<file path="config.mk">
export PLATFORM = sky130hd
export DESIGN_NAME = read_datapath
export DESIGN_NICKNAME = d
export VERILOG_FILES = /design/src/rdp_pkg.sv /design/src/afi_read_output.sv /design/src/read_datapath.sv /design/src/read_latency_tracker.sv /design/src/read_resync_fifo.sv
export SDC_FILE = /design/constraint.sdc
export NUM_CORES = 1
export LEC_CHECK = 0
export BUFFER_PORTS_ARGS = -buffer_cell sky130_fd_sc_hd__buf_4
export CORE_ASPECT_RATIO = 1.2
export CORE_MARGIN = 4
export CORE_UTILIZATION = 25
export CTS_CLUSTER_SIZE = 25
export DETAILED_ROUTE_END_ITERATION = 8
export PLACE_DENSITY = 0.5
export SYNTH_ARGS = -nofsm -noshare
export SYNTH_HDL_FRONTEND = slang
export SYNTH_SLANG_ARGS = --single-unit
</file>
<file path="constraint.sdc">
create_clock -name pll_afi_clk -period 2.35 [get_ports pll_afi_clk]
set_input_delay 0.235 -clock pll_afi_clk [delete_from_list [all_inputs] [get_ports pll_afi_clk]]
set_output_delay 0.235 -clock pll_afi_clk [all_outputs]
set_load 0.02 [all_outputs]
</file>
<file path="src/rdp_pkg.sv">
package rdp_pkg;

	// **************************************************
	// Datapath geometry
	// **************************************************

	// Number of read DQS groups on the memory side
	localparam int NUM_DQS_GROUPS = 2;
	// DQ bits captured by each DQS group
	localparam int DQ_GROUP_WIDTH = 4;
	localparam int MEM_DQ_WIDTH = NUM_DQS_GROUPS * DQ_GROUP_WIDTH;

	// Half rate means four memory beats land in every AFI cycle
	localparam int NUM_TIME_SLOTS = 4;
	localparam int AFI_DATA_WIDTH = MEM_DQ_WIDTH * NUM_TIME_SLOTS;
	localparam int GROUP_DATA_WIDTH = DQ_GROUP_WIDTH * NUM_TIME_SLOTS;

	// The resync FIFO depth is a power of two so the pointers wrap by themselves
	localparam int FIFO_DEPTH = 8;
	localparam int FIFO_ADDR_WIDTH = $clog2(FIFO_DEPTH);

	// **************************************************
	// Latency and termination timing
	// **************************************************

	// Length of the read-enable delay lines in AFI cycles
	localparam int MAX_READ_LATENCY = 12;
	localparam int LAT_CNT_WIDTH = 4;

	// Memory read latency counted in memory clock cycles
	localparam int MEM_T_RL = 8;
	// First and last delay tap of the window that keeps OCT enabled during a read
	localparam int OCT_ON_DELAY = (MEM_T_RL > 4) ? ((MEM_T_RL - 4) / 2) : 0;
	localparam int OCT_OFF_DELAY = (MEM_T_RL + 6) / 2;

	// One group's data for one AFI cycle with time slot t at bits 4t and up
	typedef logic [GROUP_DATA_WIDTH-1:0] group_word_t;
	// All groups side by side with group g at bits 16g and up
	typedef group_word_t [NUM_DQS_GROUPS-1:0] group_bus_t;
	// Read data word as seen on the AFI
	typedef logic [AFI_DATA_WIDTH-1:0] afi_data_t;

endpackage

</file>
<file path="src/afi_read_output.sv">
`timescale 1ns/10ps

module afi_read_output
	import rdp_pkg::*;
(
	input  logic                      pll_afi_clk,
	input  logic                      reset_n_afi_clk,
	input  group_bus_t                fifo_q_i,
	input  logic                      read_valid_i,
	input  logic                      afi_rdata_en_full_i,
	output afi_data_t                 afi_rdata_o,
	output afi_data_t                 phy_mux_read_fifo_q_o,
	output logic                      afi_rdata_valid_o,
	output logic [NUM_DQS_GROUPS-1:0] force_oct_off_o
);

	// **************************************************
	// Time-slot reordering
	// **************************************************

	// The FIFO output is ordered by group and then by time slot
	//   G1_T3 G1_T2 G1_T1 G1_T0 G0_T3 G0_T2 G0_T1 G0_T0
	// The AFI wants it ordered by time slot and then by group
	//   G1_T3 G0_T3 G1_T2 G0_T2 G1_T1 G0_T1 G1_T0 G0_T0
	// So slot t of group g lands at bit 8t + 4g of the AFI word
	always_comb
	begin
		afi_rdata_o = '0;
		for (int g = 0; g < NUM_DQS_GROUPS; g++)
		begin
			for (int t = 0; t < NUM_TIME_SLOTS; t++)
			begin
				afi_rdata_o[MEM_DQ_WIDTH*t + DQ_GROUP_WIDTH*g +: DQ_GROUP_WIDTH] =
					fifo_q_i[g][DQ_GROUP_WIDTH*t +: DQ_GROUP_WIDTH];
			end
		end
	end

	// The sequencer calibrates each group on its own and wants the group-major
	// layout, which is exactly what the FIFOs already deliver
	assign phy_mux_read_fifo_q_o = fifo_q_i;

	// **************************************************
	// Read valid
	// **************************************************

	// One more register lines the valid up with the word popped from the FIFOs
	always_ff @(posedge pll_afi_clk or negedge reset_n_afi_clk)
	begin
		if (!reset_n_afi_clk)
			afi_rdata_valid_o <= 1'b0;
		else
			afi_rdata_valid_o <= read_valid_i;
	end

	// **************************************************
	// OCT force-off window
	// **************************************************

	// Bit k of the full-enable history holds the value from k+1 edges ago
	logic [OCT_OFF_DELAY-1:0] en_full_hist;
	// With the current enable on bit 0 each tap k of this bus is k edges old
	logic [OCT_OFF_DELAY:0]   en_full_taps;
	// High while some read is inside the window where the pins must terminate
	logic                     oct_window;

	assign en_full_taps = {en_full_hist, afi_rdata_en_full_i};
	assign oct_window = |en_full_taps[OCT_OFF_DELAY:OCT_ON_DELAY];

	// Termination stays forced off except while read data is on the bus
	// A read sampled at edge N pulls the bits low from N+OCT_ON_DELAY
	// through N+OCT_OFF_DELAY
	always_ff @(posedge pll_afi_clk or negedge reset_n_afi_clk)
	begin
		if (!reset_n_afi_clk)
		begin
			en_full_hist <= '0;
			force_oct_off_o <= '0;
		end
		else
		begin
			en_full_hist <= {en_full_hist[OCT_OFF_DELAY-2:0], afi_rdata_en_full_i};
			force_oct_off_o <= {NUM_DQS_GROUPS{~oct_window}};
		end
	end

endmodule

</file>
<file path="src/read_datapath.sv">
`timescale 1ns/10ps

module read_datapath
	import rdp_pkg::*;
(
	input  logic                      pll_afi_clk,
	input  logic                      reset_n_afi_clk,
	input  logic [AFI_DATA_WIDTH-1:0] ddio_phy_dq_i,
	input  logic [NUM_DQS_GROUPS-1:0] ddio_dq_valid_i,
	input  logic [NUM_DQS_GROUPS-1:0] seq_read_fifo_reset_i,
	input  logic [LAT_CNT_WIDTH-1:0]  seq_read_latency_counter_i,
	input  logic                      afi_rdata_en_i,
	input  logic                      afi_rdata_en_full_i,
	output logic [AFI_DATA_WIDTH-1:0] afi_rdata_o,
	output logic                      afi_rdata_valid_o,
	output logic [AFI_DATA_WIDTH-1:0] phy_mux_read_fifo_q_o,
	output logic [NUM_DQS_GROUPS-1:0] force_oct_off_o
);

	// Pop strobe from the latency selector into the FIFOs
	logic       read_en;
	// The selector's valid runs one cycle ahead of the AFI valid
	logic       read_valid;
	// Popped words of all groups in group-major order
	group_bus_t fifo_q;

	// Captured data is buffered per DQS group
	read_resync_fifo u_resync_fifo (
		.pll_afi_clk           (pll_afi_clk),
		.reset_n_afi_clk       (reset_n_afi_clk),
		.ddio_phy_dq_i         (ddio_phy_dq_i),
		.ddio_dq_valid_i       (ddio_dq_valid_i),
		.seq_read_fifo_reset_i (seq_read_fifo_reset_i),
		.read_en_i             (read_en),
		.fifo_q_o              (fifo_q)
	);

	// One shared selector gives every group the same calibrated latency
	read_latency_tracker u_latency_tracker (
		.pll_afi_clk                (pll_afi_clk),
		.reset_n_afi_clk            (reset_n_afi_clk),
		.afi_rdata_en_i             (afi_rdata_en_i),
		.afi_rdata_en_full_i        (afi_rdata_en_full_i),
		.seq_read_latency_counter_i (seq_read_latency_counter_i),
		.read_en_o                  (read_en),
		.read_valid_o               (read_valid)
	);

	afi_read_output u_read_output (
		.pll_afi_clk           (pll_afi_clk),
		.reset_n_afi_clk       (reset_n_afi_clk),
		.fifo_q_i              (fifo_q),
		.read_valid_i          (read_valid),
		.afi_rdata_en_full_i   (afi_rdata_en_full_i),
		.afi_rdata_o           (afi_rdata_o),
		.phy_mux_read_fifo_q_o (phy_mux_read_fifo_q_o),
		.afi_rdata_valid_o     (afi_rdata_valid_o),
		.force_oct_off_o       (force_oct_off_o)
	);

endmodule

</file>
<file path="src/read_latency_tracker.sv">
`timescale 1ns/10ps

module read_latency_tracker
	import rdp_pkg::*;
(
	input  logic                     pll_afi_clk,
	input  logic                     reset_n_afi_clk,
	input  logic                     afi_rdata_en_i,
	input  logic                     afi_rdata_en_full_i,
	input  logic [LAT_CNT_WIDTH-1:0] seq_read_latency_counter_i,
	output logic                     read_en_o,
	output logic                     read_valid_o
);

	// **************************************************
	// Read-enable delay lines
	// **************************************************

	// Stage 0 holds the enable sampled at the last edge, stage k the one
	// sampled k edges before that
	// Several reads can sit in the lines at once and leave in order
	logic [MAX_READ_LATENCY-1:0] en_dly;
	logic [MAX_READ_LATENCY-1:0] en_full_dly;

	always_ff @(posedge pll_afi_clk or negedge reset_n_afi_clk)
	begin
		if (!reset_n_afi_clk)
		begin
			en_dly <= '0;
			en_full_dly <= '0;
		end
		else
		begin
			en_dly <= {en_dly[MAX_READ_LATENCY-2:0], afi_rdata_en_i};
			en_full_dly <= {en_full_dly[MAX_READ_LATENCY-2:0], afi_rdata_en_full_i};
		end
	end

	// **************************************************
	// Latency tap select
	// **************************************************

	// The sequencer tunes L until the pop lines up with the captured data
	// The full enable times the FIFO pop, the plain enable times the valid
	// Both selects are registered, so for a read sampled at edge N the pop
	// request rises at N+L+1 and the FIFOs pop at N+L+2
	always_ff @(posedge pll_afi_clk or negedge reset_n_afi_clk)
	begin
		if (!reset_n_afi_clk)
		begin
			read_en_o <= 1'b0;
			read_valid_o <= 1'b0;
		end
		else
		begin
			read_en_o <= en_full_dly[seq_read_latency_counter_i];
			read_valid_o <= en_dly[seq_read_latency_counter_i];
		end
	end

	// A latency beyond the delay line would select a tap that does not exist
	lat_in_range_a: assert property (@(posedge pll_afi_clk) disable iff (!reset_n_afi_clk)
		seq_read_latency_counter_i < MAX_READ_LATENCY);

endmodule

</file>
<file path="src/read_resync_fifo.sv">
`timescale 1ns/10ps

module read_resync_fifo
	import rdp_pkg::*;
(
	input  logic                      pll_afi_clk,
	input  logic                      reset_n_afi_clk,
	input  group_bus_t                ddio_phy_dq_i,
	input  logic [NUM_DQS_GROUPS-1:0] ddio_dq_valid_i,
	input  logic [NUM_DQS_GROUPS-1:0] seq_read_fifo_reset_i,
	input  logic                      read_en_i,
	output group_bus_t                fifo_q_o
);

	// **************************************************
	// One resync FIFO per DQS group
	// **************************************************

	// Every group has its own pointers so the sequencer can realign one
	// group without touching the others during calibration
	// All groups are popped together by the shared latency selector
	for (genvar g = 0; g < NUM_DQS_GROUPS; g++)
	begin : grp
		group_word_t                mem [FIFO_DEPTH];
		logic [FIFO_ADDR_WIDTH-1:0] wr_ptr;
		logic [FIFO_ADDR_WIDTH-1:0] rd_ptr;
		// One extra bit so a full FIFO can be told apart from an empty one
		logic [FIFO_ADDR_WIDTH:0]   fill;
		logic                       push;
		logic                       pop;
		group_word_t                q_r;

		// A sequencer reset wins over a capture write or a pop in the same cycle
		assign push = ddio_dq_valid_i[g] & ~seq_read_fifo_reset_i[g];
		assign pop = read_en_i & ~seq_read_fifo_reset_i[g];

		// Captured data goes straight into the flop memory
		always_ff @(posedge pll_afi_clk)
		begin
			if (push)
				mem[wr_ptr] <= ddio_phy_dq_i[g];
		end

		always_ff @(posedge pll_afi_clk or negedge reset_n_afi_clk)
		begin
			if (!reset_n_afi_clk)
			begin
				wr_ptr <= '0;
				rd_ptr <= '0;
				fill <= '0;
			end
			else if (seq_read_fifo_reset_i[g])
			begin
				wr_ptr <= '0;
				rd_ptr <= '0;
				fill <= '0;
			end
			else
			begin
				if (push)
					wr_ptr <= wr_ptr + 1'b1;
				if (pop)
					rd_ptr <= rd_ptr + 1'b1;
				// Occupancy only moves when exactly one side is active
				if (push && !pop)
					fill <= fill + 1'b1;
				else if (pop && !push)
					fill <= fill - 1'b1;
			end
		end

		// The read port is registered so the word shows up one edge after the pop
		always_ff @(posedge pll_afi_clk)
		begin
			if (pop)
				q_r <= mem[rd_ptr];
		end

		assign fifo_q_o[g] = q_r;

		// The capture side has no back-pressure, so an overrun would lose data
		wr_not_full_a: assert property (@(posedge pll_afi_clk) disable iff (!reset_n_afi_clk)
			push |-> (fill != FIFO_DEPTH));

		// The latency selector must not pop a group before its word has arrived
		rd_not_empty_a: assert property (@(posedge pll_afi_clk) disable iff (!reset_n_afi_clk)
			pop |-> (fill != 0));
	end

endmodule

</file>
==> flow_metrics.env, run 1 <==
export IMPL_drc=0
export IMPL_clock_skew_final_ps=16.05
export IMPL_fin_crit_sh=0.7620
export IMPL_ys_ff_latch=328
export IMPL_routed_wl_um=25800
export IMPL_antenna_found_initial=0
export IMPL_cts_sinks=328
export IMPL_grt_pass1_wl_um=38400
export IMPL_drive_gt1_frac=0.3471
export IMPL_path_clk_slew_ps=60
export IMPL_nNetsFinal=769
export IMPL_grt_pass1_vias=6059
export IMPL_die_area_um2=54200
export IMPL_coreArea_um2=49550
export IMPL_root_buffer="clkbuf_16"
export IMPL_ys_types=25
export IMPL_synthToLayoutAreaGrowth_pct=24.91
export IMPL_status="finished, final reports clean"
export IMPL_place_gp_congestion=0.6478
export IMPL_final_cell_mix="edfxtp_1, buf_4, mux4_1, dlygate4sd3_1, dfrtp_1"
export IMPL_cts_htree_levels=2
export IMPL_n_antenna_cell=0
export IMPL_post_dp_hpwl_um=14170
export IMPL_grt_total_usage=0.09467
export IMPL_slowest_delay_ps=590
export IMPL_finalSetupViolCount=0
export IMPL_end_kind="flip-flop"
export IMPL_grt_max_degree=41
export IMPL_yosysSeqAreaShare=0.7639
export IMPL_path_max_fanout=32
export IMPL_syn_inst=564
export IMPL_worstPathArrival_ps=2100
export IMPL_vias=5802
export IMPL_die_y_um=254.2
export IMPL_postRouteAntennaNets=0
export IMPL_slew_headroom=0.6611
export IMPL_path_cells="buf_12 > mux4_1 > mux2_2"
export IMPL_synthesis_area_um2=12630
export IMPL_min_period_ps=1791
export IMPL_drv_cap=0
export IMPL_tightest_slew_ps=508.3
export IMPL_firstDrtPassIters=4
export IMPL_total_power_mw=13.51
export IMPL_cts_buffer_depth=3
export IMPL_crit_type="reg2reg"
export IMPL_final_hold_viol_count=0
export IMPL_initial_core_util=0.2549
export IMPL_worstSkewPairLatency_ps=550
export IMPL_holdCritPathClass="in2reg"
export IMPL_maxSlewViolCount=0
export IMPL_rsz0062_at_grt="false"
export IMPL_start_kind="flip-flop"
export IMPL_worst_ep_required_time_ps=2660
export IMPL_row_count=89
export IMPL_avgRoutedWirePerCell_um=18.61
export IMPL_gr_total_overflow=0
export IMPL_irDropWorstVdd_v=0.0005703
export IMPL_io_buffer_count=110
export IMPL_die_x_um=213.2
export IMPL_drt_initial_drc_count=202
export IMPL_synth_net_count=612
export IMPL_avgSynthCellArea_um2=22.40
export IMPL_leakagePower_nw=5.399
export IMPL_final_common_cell="edfxtp_1"
export IMPL_clock_fmax_mhz=558.4
export IMPL_cts_tree="done"
export IMPL_yosysWarningCount=0
export IMPL_cts_buffers=37
export IMPL_setup_tns_ps=0
export IMPL_num_io_pins=111
export IMPL_slowest_stage="mux4_1"
export IMPL_power_density_nw_per_um2=856.4
export IMPL_viasPerCell=4.186
[power breakdown]
group | total [mW] | internal (mW) | switching (mW) | leakage [nW]
Combinational | 1.15 | 0.602 | 0.549 | 1.70
Sequential | 6.62 | 6.53 | 0.0919 | 3.10
Clock | 5.74 | 3.38 | 2.36 | 0.600
[path summary, 6_finish.rpt]
check	start	to	slack [ps]	cells past startpoint
setup / recovery	u_resync_fifo.grp[1].rd_ptr[0]$_DFFE_PN0P_	u_resync_fifo.grp[1].q_r[5]$_DFFE_PP_	560	3
hold / removal	seq_read_latency_counter_i[2]	u_latency_tracker.read_en_o$_DFF_PN0_	40	4
setup reg to reg	u_resync_fifo.grp[1].rd_ptr[0]$_DFFE_PN0P_	u_resync_fifo.grp[1].q_r[5]$_DFFE_PP_	560	3
hold reg to reg	u_latency_tracker.read_valid_o$_DFF_PN0_	u_read_output.afi_rdata_valid_o$_DFF_PN0_	350	0
max in group asynchronous	reset_n_afi_clk	u_resync_fifo.grp[0].rd_ptr[0]$_DFFE_PN0P_	1730	2
min in group asynchronous	reset_n_afi_clk	u_resync_fifo.grp[1].rd_ptr[2]$_DFFE_PN0P_	230	2
[Yosys cell counts, drive strengths merged]
cell / count / share of area
edfxtp: 288 / 0.68
mux4: 68 / 0.14
buf: 49 / 0.030
dfrtp: 40 / 0.079
mux2: 36 / 0.032
nor2: 20 / 0.0059
clkbuf: 10 / 0.0030
nand2: 9 / 0.0027
nor3: 9 / 0.0036
ha: 4 / 0.0040
mux2i: 4 / 0.0032
xnor2: 4 / 0.0028
xor2: 4 / 0.0028
nand2b: 3 / 0.0015
nor2b: 3 / 0.0015
nand3: 2 / 0.00079
nand3b: 2 / 0.0012
nor4: 2 / 0.00099
o22ai: 2 / 0.00099
o31ai: 2 / 0.0012
or3b: 2 / 0.0014
or4: 1 / 0.00059
[metal layers]
metal | track usage | up-vias | share of wire
met4 | 0.03603 | 0 | 0.027
li1 | - | 2609 | -
met3 | 0.02018 | 39 | 0.042
met2 | 0.1627 | 133 | 0.51
met1 | 0.1175 | 3021 | 0.42
met5 | 0 | - | 0
[what timing repair did]
action / CTS / global route
hold endpoints to repair: 312 / 0
setup buffers: 0 / 0
resized for setup: 0 / 0
hold buffers: 42 / 0
[cells by family after synthesis]
logic type / count (synthesis) / synth area share
xor+xnor: 8 / 0.005547
flops: 328 / 0.7639
fa+ha+maj: 4 / 0.003963
mux: 108 / 0.1714
buf+inv: 59 / 0.03289
simple gates: 53 / 0.02011
compound gates: 4 / 0.002179
[layout make-up]
| class | instances | area [µm²] |
|---|---|---|
| Clock buffer | 45 | 955.9 |
| Fill cell | 4728 | 33780 |
| Timing Repair Buffer | 177 | 1471 |
| Multi-Input combinational cell | 177 | 2641 |
| Sequential cell | 328 | 9652 |
| Tap cell | 637 | 797.0 |
| Clock inverter | 22 | 260.3 |
[worst max-delay path: cells and delay by family (launching register included)]
family                 cells  cell delay (ps)
buffers and inverters      1              260
flip-flops                 1              400
multiplexers               2              860
[through the flow]
stage / util / hold WS, ps / instance area, µm² / cells / setup slack, ps
final: 0.3184 / 36.65 / 15780 / 1386 / 559.2
after global routing: 0.3184 / 50.75 / 15780 / 1386 / 482.7
after CTS: 0.3184 / 12.69 / 15780 / 1386 / 533.4
after global placement: 0.2854 / 252.1 / 14140 / 1277 / 564.7
after floorplan: - / -60.59 / 12650 / 564 / 169.5
after detailed placement: 0.2854 / 252.3 / 14140 / 1277 / 550.3
[registers in the layout, summed over array words and instances, names as in the netlist]
signal                           count
u_resync_fifo.grp.wr_ptr             6
u_read_output.afi_rdata_valid_o      1
u_resync_fifo.grp.rd_ptr             6
u_latency_tracker.read_valid_o       1
u_resync_fifo.grp.q_r               32
u_read_output.en_full_hist           1
u_read_output.force_oct_off_o        1
u_latency_tracker.en_dly            12
u_latency_tracker.read_en_o          1
u_resync_fifo.grp.mem              256
u_latency_tracker.en_full_dly       11
Power figures use the tool's default switching activity.
==> run 2: changes to the inputs <==
Clock period 2.35 ns to 1.5 ns, I/O delays scaled along.
==> run 2 against run 1 <==
  * The flow now finishes with violations (setup timing)
  * Sequential power grew 57%
  * Die area stayed put
  * Total power is 52% higher
==> flow_metrics.env, run 2 (same netlist as run 1, synthesis figures left out) <==
export IMPL_status="complete, but fails checks"
export IMPL_violations="setup timing"
export IMPL_grt_pass1_wl_um=39330
export IMPL_postRouteAntennaNets=0
export IMPL_final_hold_viol_count=0
export IMPL_die_area_um2=54200
export IMPL_min_period_ps=1689
export IMPL_drc=0
export IMPL_die_x_um=213.2
export IMPL_worstSkewPairLatency_ps=530
export IMPL_clock_fmax_mhz=592.0
export IMPL_irDropWorstVdd_v=0.0006777
export IMPL_synthToLayoutAreaGrowth_pct=28.48
export IMPL_worst_ep_required_time_ps=1770
export IMPL_final_cell_mix="edfxtp_1, buf_4, mux4_2, dlygate4sd3_1, clkbuf_16"
export IMPL_initial_core_util=0.2549
export IMPL_drive_gt1_frac=0.4545
export IMPL_setup_tns_ps=-6148
export IMPL_io_buffer_count=110
export IMPL_cts_tree="done"
export IMPL_path_clk_slew_ps=60
export IMPL_tightest_slew_ps=580.7
export IMPL_cts_buffer_depth=3
export IMPL_num_io_pins=111
export IMPL_end_kind="flip-flop"
export IMPL_holdCritPathClass="in2reg"
export IMPL_finalSetupViolCount=76
export IMPL_dp_cells=1297
export IMPL_regMostFlops="u_resync_fifo.grp.mem"
export IMPL_leakagePower_nw=5.450
export IMPL_place_ws_ps=-191.5
export IMPL_drv_cap=0
export IMPL_drt_initial_drc_count=259
export IMPL_root_buffer="clkbuf_16"
export IMPL_cts_htree_levels=2
export IMPL_hold_ws_ps=28.91
export IMPL_top_regs="u_resync_fifo.grp.mem (256), u_resync_fifo.grp.q_r (32), u_latency_tracker.en_dly (12)"
export IMPL_viasPerCell=4.121
export IMPL_routed_wl_um=26790
export IMPL_coreArea_um2=49550
export IMPL_fin_crit_sh=1.126
export IMPL_worstPathArrival_ps=1960
export IMPL_avgRoutedWirePerCell_um=19.02
export IMPL_grt_pass1_vias=6273
export IMPL_power_density_nw_per_um2=1262
export IMPL_dpl_instance_area_um2=14550
export IMPL_total_power_mw=20.48
export IMPL_slowest_stage="mux4_2"
export IMPL_slowest_delay_ps=500
export IMPL_clock_skew_final_ps=23.04
export IMPL_firstDrtPassIters=4
export IMPL_path_max_fanout=7
export IMPL_crit_type="reg2reg"
export IMPL_gr_total_overflow=0
export IMPL_antenna_found_initial=2
export IMPL_setup_ws_ps=-189.2
export IMPL_stdcell_count=1408
export IMPL_largest_register_ffs=256
export IMPL_cts_sinks=328
export IMPL_row_count=89
export IMPL_slew_headroom=0.6129
export IMPL_final_common_cell="edfxtp_1"
export IMPL_path_cells="buf_6 > buf_12 > mux4_2 > mux2_4"
export IMPL_final_cell_area_um2=16230
export IMPL_cts_buffers=35
export IMPL_rsz0062_at_grt="true"
export IMPL_post_dp_hpwl_um=15050
export IMPL_nNetsFinal=796
export IMPL_start_kind="flip-flop"
export IMPL_grt_total_usage=0.09705
export IMPL_vias=5802
export IMPL_utilization=0.3275
export IMPL_die_y_um=254.2
export IMPL_place_gp_congestion=0.6730
export IMPL_maxSlewViolCount=0
export IMPL_grt_max_degree=41
==> run 2: cell types whose count changed in the layout (fill, tap and decap cells not counted), moves of 5 or more <==
cell    previous run  this run
nor3_4             0         8
mux2_2            36        21
nor2_1            20        14
nor3_2             8         0
buf_6              0         5
mux2_4             0        15
nor2_4             0         6
buf_12             3        26
mux4_1            50         1
mux4_2            18        67
==> run 2: final timing paths <==
path | endpoint | slack, ps | cells after the start | startpoint
setup / recovery | u_resync_fifo.grp[0].q_r[9]$_DFFE_PP_ | -190 | 4 | u_resync_fifo.grp[0].rd_ptr[0]$_DFFE_PN0P_
max in group asynchronous | u_resync_fifo.grp[1].wr_ptr[0]$_DFFE_PN0P_ | 890 | 2 | reset_n_afi_clk
hold / removal | u_resync_fifo.grp[1].wr_ptr[0]$_DFFE_PN0P_ | 30 | 4 | ddio_dq_valid_i[1]
hold reg to reg | u_read_output.afi_rdata_valid_o$_DFF_PN0_ | 350 | 0 | u_latency_tracker.read_valid_o$_DFF_PN0_
setup reg to reg | u_resync_fifo.grp[0].q_r[9]$_DFFE_PP_ | -190 | 4 | u_resync_fifo.grp[0].rd_ptr[0]$_DFFE_PN0P_
min in group asynchronous | u_resync_fifo.grp[0].wr_ptr[2]$_DFFE_PN0P_ | 170 | 2 | reset_n_afi_clk
==> run 2: final cells by class <==
cell class / count / area [µm²]
Fill cell: 4671 / 33330
Sequential cell: 328 / 9657
Multi-Input combinational cell: 177 / 2656
Timing Repair Buffer: 206 / 2076
Clock buffer: 46 / 937.1
Tap cell: 637 / 797.0
Clock inverter: 13 / 102.6
Antenna cell: 1 / 2.502
==> run 2: repair_timing <==
action,4_1_cts,5_1_grt
setup endpoints to repair,80,128
gates resized for setup,23,13
endpoints found under the hold margin,301,0
pin swaps,0,5
gates cloned,3,2
hold buffers,38,0
buffers inserted,7,4
==> run 2: worst max-delay path: cells and delay by family (launching register included) <==
kind                   cells  cell delay, ps
buffers and inverters      2             290
muxes                      2             770
DFF                        1             380
==> run 2: metal layers <==
metal	track usage	wire, µm	vias up
met5	0	7	-
met4	0.03311	588	2
met3	0.01833	1036	39
met2	0.1715	14090	102
met1	0.1195	11070	3041
li1	-	-	2618
==> run 2: where the power goes <==
part           internal (mW)  switching (mW)  total (mW)
Sequential              10.2           0.143        10.4
Clock                   4.44            3.42        7.86
Combinational           1.24            1.00        2.25
Total                   15.9            4.57        20.5
==> run 3: changes to the inputs <==
Settings changed: CORE_UTILIZATION 25 to 59, PLACE_DENSITY 0.5 to 0.88.
Clock period 1.5 ns to 1.75 ns, I/O delays scaled along.
==> run 3 against run 2 <==
  * The run still ends with setup timing left
  * Global-route usage rose by 12 points
  * Die area is 56% lower
  * Register-to-register slack improved by 190 ps
  * Critical endpoint is now u_resync_fifo.grp[1].q_r[12]$_DFFE_PP_
  * Largest cell class unchanged
  * Largest power group unchanged
  * Highest routed layer is now met4
==> flow_metrics.env, run 3 (same netlist as run 1, synthesis figures left out) <==
export IMPL_final_common_cell="edfxtp_1"
export IMPL_end_kind="flip-flop"
export IMPL_dp_cells=922
export IMPL_path_cells="clkbuf_16 > mux4_1 > mux2_2"
export IMPL_cts_tree="done"
export IMPL_num_io_pins=111
export IMPL_final_cell_area_um2=15380
export IMPL_regMostFlops="u_resync_fifo.grp.mem"
export IMPL_rsz0062_at_grt="true"
export IMPL_finalSetupViolCount=2
export IMPL_rr_worst_depth=3
export IMPL_fin_crit_sh=1.002
export IMPL_status="complete, but fails checks"
export IMPL_worstSkewPairLatency_ps=530
export IMPL_drive_gt1_frac=0.3997
export IMPL_post_dp_hpwl_um=14060
export IMPL_die_area_um2=23820
export IMPL_grt_max_degree=41
export IMPL_maxSlewViolCount=0
export IMPL_tightest_slew_ps=504.2
export IMPL_dpl_instance_area_um2=13940
export IMPL_io_buffer_count=110
export IMPL_drt_initial_drc_count=538
export IMPL_avgRoutedWirePerCell_um=25.91
export IMPL_root_buffer="clkbuf_16"
export IMPL_start_kind="flip-flop"
export IMPL_drv_cap=0
export IMPL_final_cell_mix="edfxtp_1, buf_4, mux4_2, dlygate4sd3_1, dfrtp_1"
export IMPL_power_density_nw_per_um2=1119
export IMPL_grt_total_usage=0.2188
export IMPL_irDropWorstVdd_v=0.001182
export IMPL_viasPerCell=6.061
export IMPL_vias=6200
export IMPL_largest_register_ffs=256
export IMPL_crit_type="reg2reg"
export IMPL_hold_ws_ps=110.4
export IMPL_slowest_stage="mux4_1"
export IMPL_worstPathArrival_ps=2040
export IMPL_top_regs="u_resync_fifo.grp.mem (256), u_resync_fifo.grp.q_r (32), u_latency_tracker.en_dly (12)"
export IMPL_die_x_um=141.6
export IMPL_leakagePower_nw=5.329
export IMPL_hold_path_endpoint="u_latency_tracker.read_en_o$_DFF_PN0_"
export IMPL_path_max_fanout=10
export IMPL_reg2reg_slack_ps=-3
export IMPL_path_clk_slew_ps=70
export IMPL_n_antenna_cell=0
export IMPL_place_gp_congestion=0.7480
export IMPL_antenna_found_initial=0
export IMPL_clock_skew_final_ps=16.26
export IMPL_coreArea_um2=21050
export IMPL_gr_total_overflow=0
export IMPL_nNetsFinal=779
export IMPL_slew_headroom=0.6638
export IMPL_holdCritStartpoint="seq_read_latency_counter_i[1]"
export IMPL_r2r_start="u_resync_fifo.grp[1].rd_ptr[0]$_DFFE_PN0P_"
export IMPL_firstDrtPassIters=5
export IMPL_violations="setup timing"
export IMPL_drc=0
export IMPL_holdPathStages=4
export IMPL_r2r_end="u_resync_fifo.grp[1].q_r[12]$_DFFE_PP_"
export IMPL_final_hold_viol_count=0
export IMPL_cts_sinks=328
export IMPL_slowest_delay_ps=540
export IMPL_holdCritPathClass="in2reg"
export IMPL_cts_buffer_depth=3
export IMPL_postRouteAntennaNets=0
export IMPL_clock_fmax_mhz=570.4
export IMPL_cts_buffers=29
export IMPL_synthToLayoutAreaGrowth_pct=21.80
export IMPL_min_period_ps=1753
export IMPL_stdcell_count=1023
export IMPL_die_y_um=168.3
export IMPL_setup_tns_ps=-4.259
export IMPL_initial_core_util=0.6002
export IMPL_routed_wl_um=26510
export IMPL_setup_ws_ps=-3.182
export IMPL_worst_ep_required_time_ps=2030
export IMPL_cts_htree_levels=1
export IMPL_grt_pass1_vias=6427
export IMPL_row_count=58
export IMPL_grt_pass1_wl_um=39410
-- run 3: repair_timing --
action | in CTS | in global routing
setup buffers | 0 | 1
hold buffers | 43 | 0
cloned | 0 | 5
pin swaps | 0 | 1
resized for setup | 14 | 33
endpoints found under the hold margin | 312 | 0
endpoints found under the setup margin | 17 | 43
-- run 3: area by class of cell --
class / count / area, µm²
fill: 1134 / 5660
clock buffer: 44 / 822.0
timing repair buffer: 195 / 1883
multi-input combinational: 177 / 2542
clock inverter: 9 / 146.4
tap: 270 / 337.8
sequential: 328 / 9653
-- run 3: worst max-delay path by stage --
stage                                                     startpoint                                       end  slack [ps]  cells after the start
final                     u_resync_fifo.grp[1].rd_ptr[0]$_DFFE_PN0P_    u_resync_fifo.grp[1].q_r[12]$_DFFE_PP_          -3                      3
after global routing      u_resync_fifo.grp[1].rd_ptr[0]$_DFFE_PN0P_     u_resync_fifo.grp[1].q_r[2]$_DFFE_PP_         -60                      3
after CTS                 u_resync_fifo.grp[0].rd_ptr[0]$_DFFE_PN0P_     u_resync_fifo.grp[0].q_r[6]$_DFFE_PP_         -40                      3
after detailed placement  u_resync_fifo.grp[1].rd_ptr[0]$_DFFE_PN0P_    u_resync_fifo.grp[1].q_r[13]$_DFFE_PP_          -4                      3
after global placement    u_resync_fifo.grp[1].rd_ptr[0]$_DFFE_PN0P_     u_resync_fifo.grp[1].q_r[8]$_DFFE_PP_          30                      3
after floorplan           u_resync_fifo.grp[1].wr_ptr[1]$_DFFE_PN0P_  u_resync_fifo.grp[1].mem[0][0]$_DFFE_PP_        -220                      2
-- run 3: per-stage QoR --
step	worst slack, ps	utilization	total power, mW
3_5_place_dp	-3.774	0.6626	10.58
6_report	-3.182	0.7310	17.21
4_1_cts	-40.05	0.7266	17.08
5_1_grt	-61.84	0.7310	17.81
2_1_floorplan	-224.4	-	10.07
3_3_place_gp	31.19	0.6626	10.51
-- run 3: metal layers --
metal	vias to the layer above	wire, µm	GRT usage
met3	54	1703	0.03210
met4	0	625	0.05050
met2	328	14350	0.3948
li1	2589	-	-
met1	3229	9836	0.2832
met5	-	0	0
-- run 3: critical path: cells and delay by family (launching register included) --
family | cells | cell delay (ps)
buffers and inverters | 1 | 220
flip-flops | 1 | 480
multiplexers | 2 | 820
-- run 3: report_power, final --
| group | switching (mW) | internal (mW) |
|---|---|---|
| Sequential | 0.128 | 8.76 |
| Clock | 2.66 | 3.82 |
| Combinational | 0.849 | 0.993 |
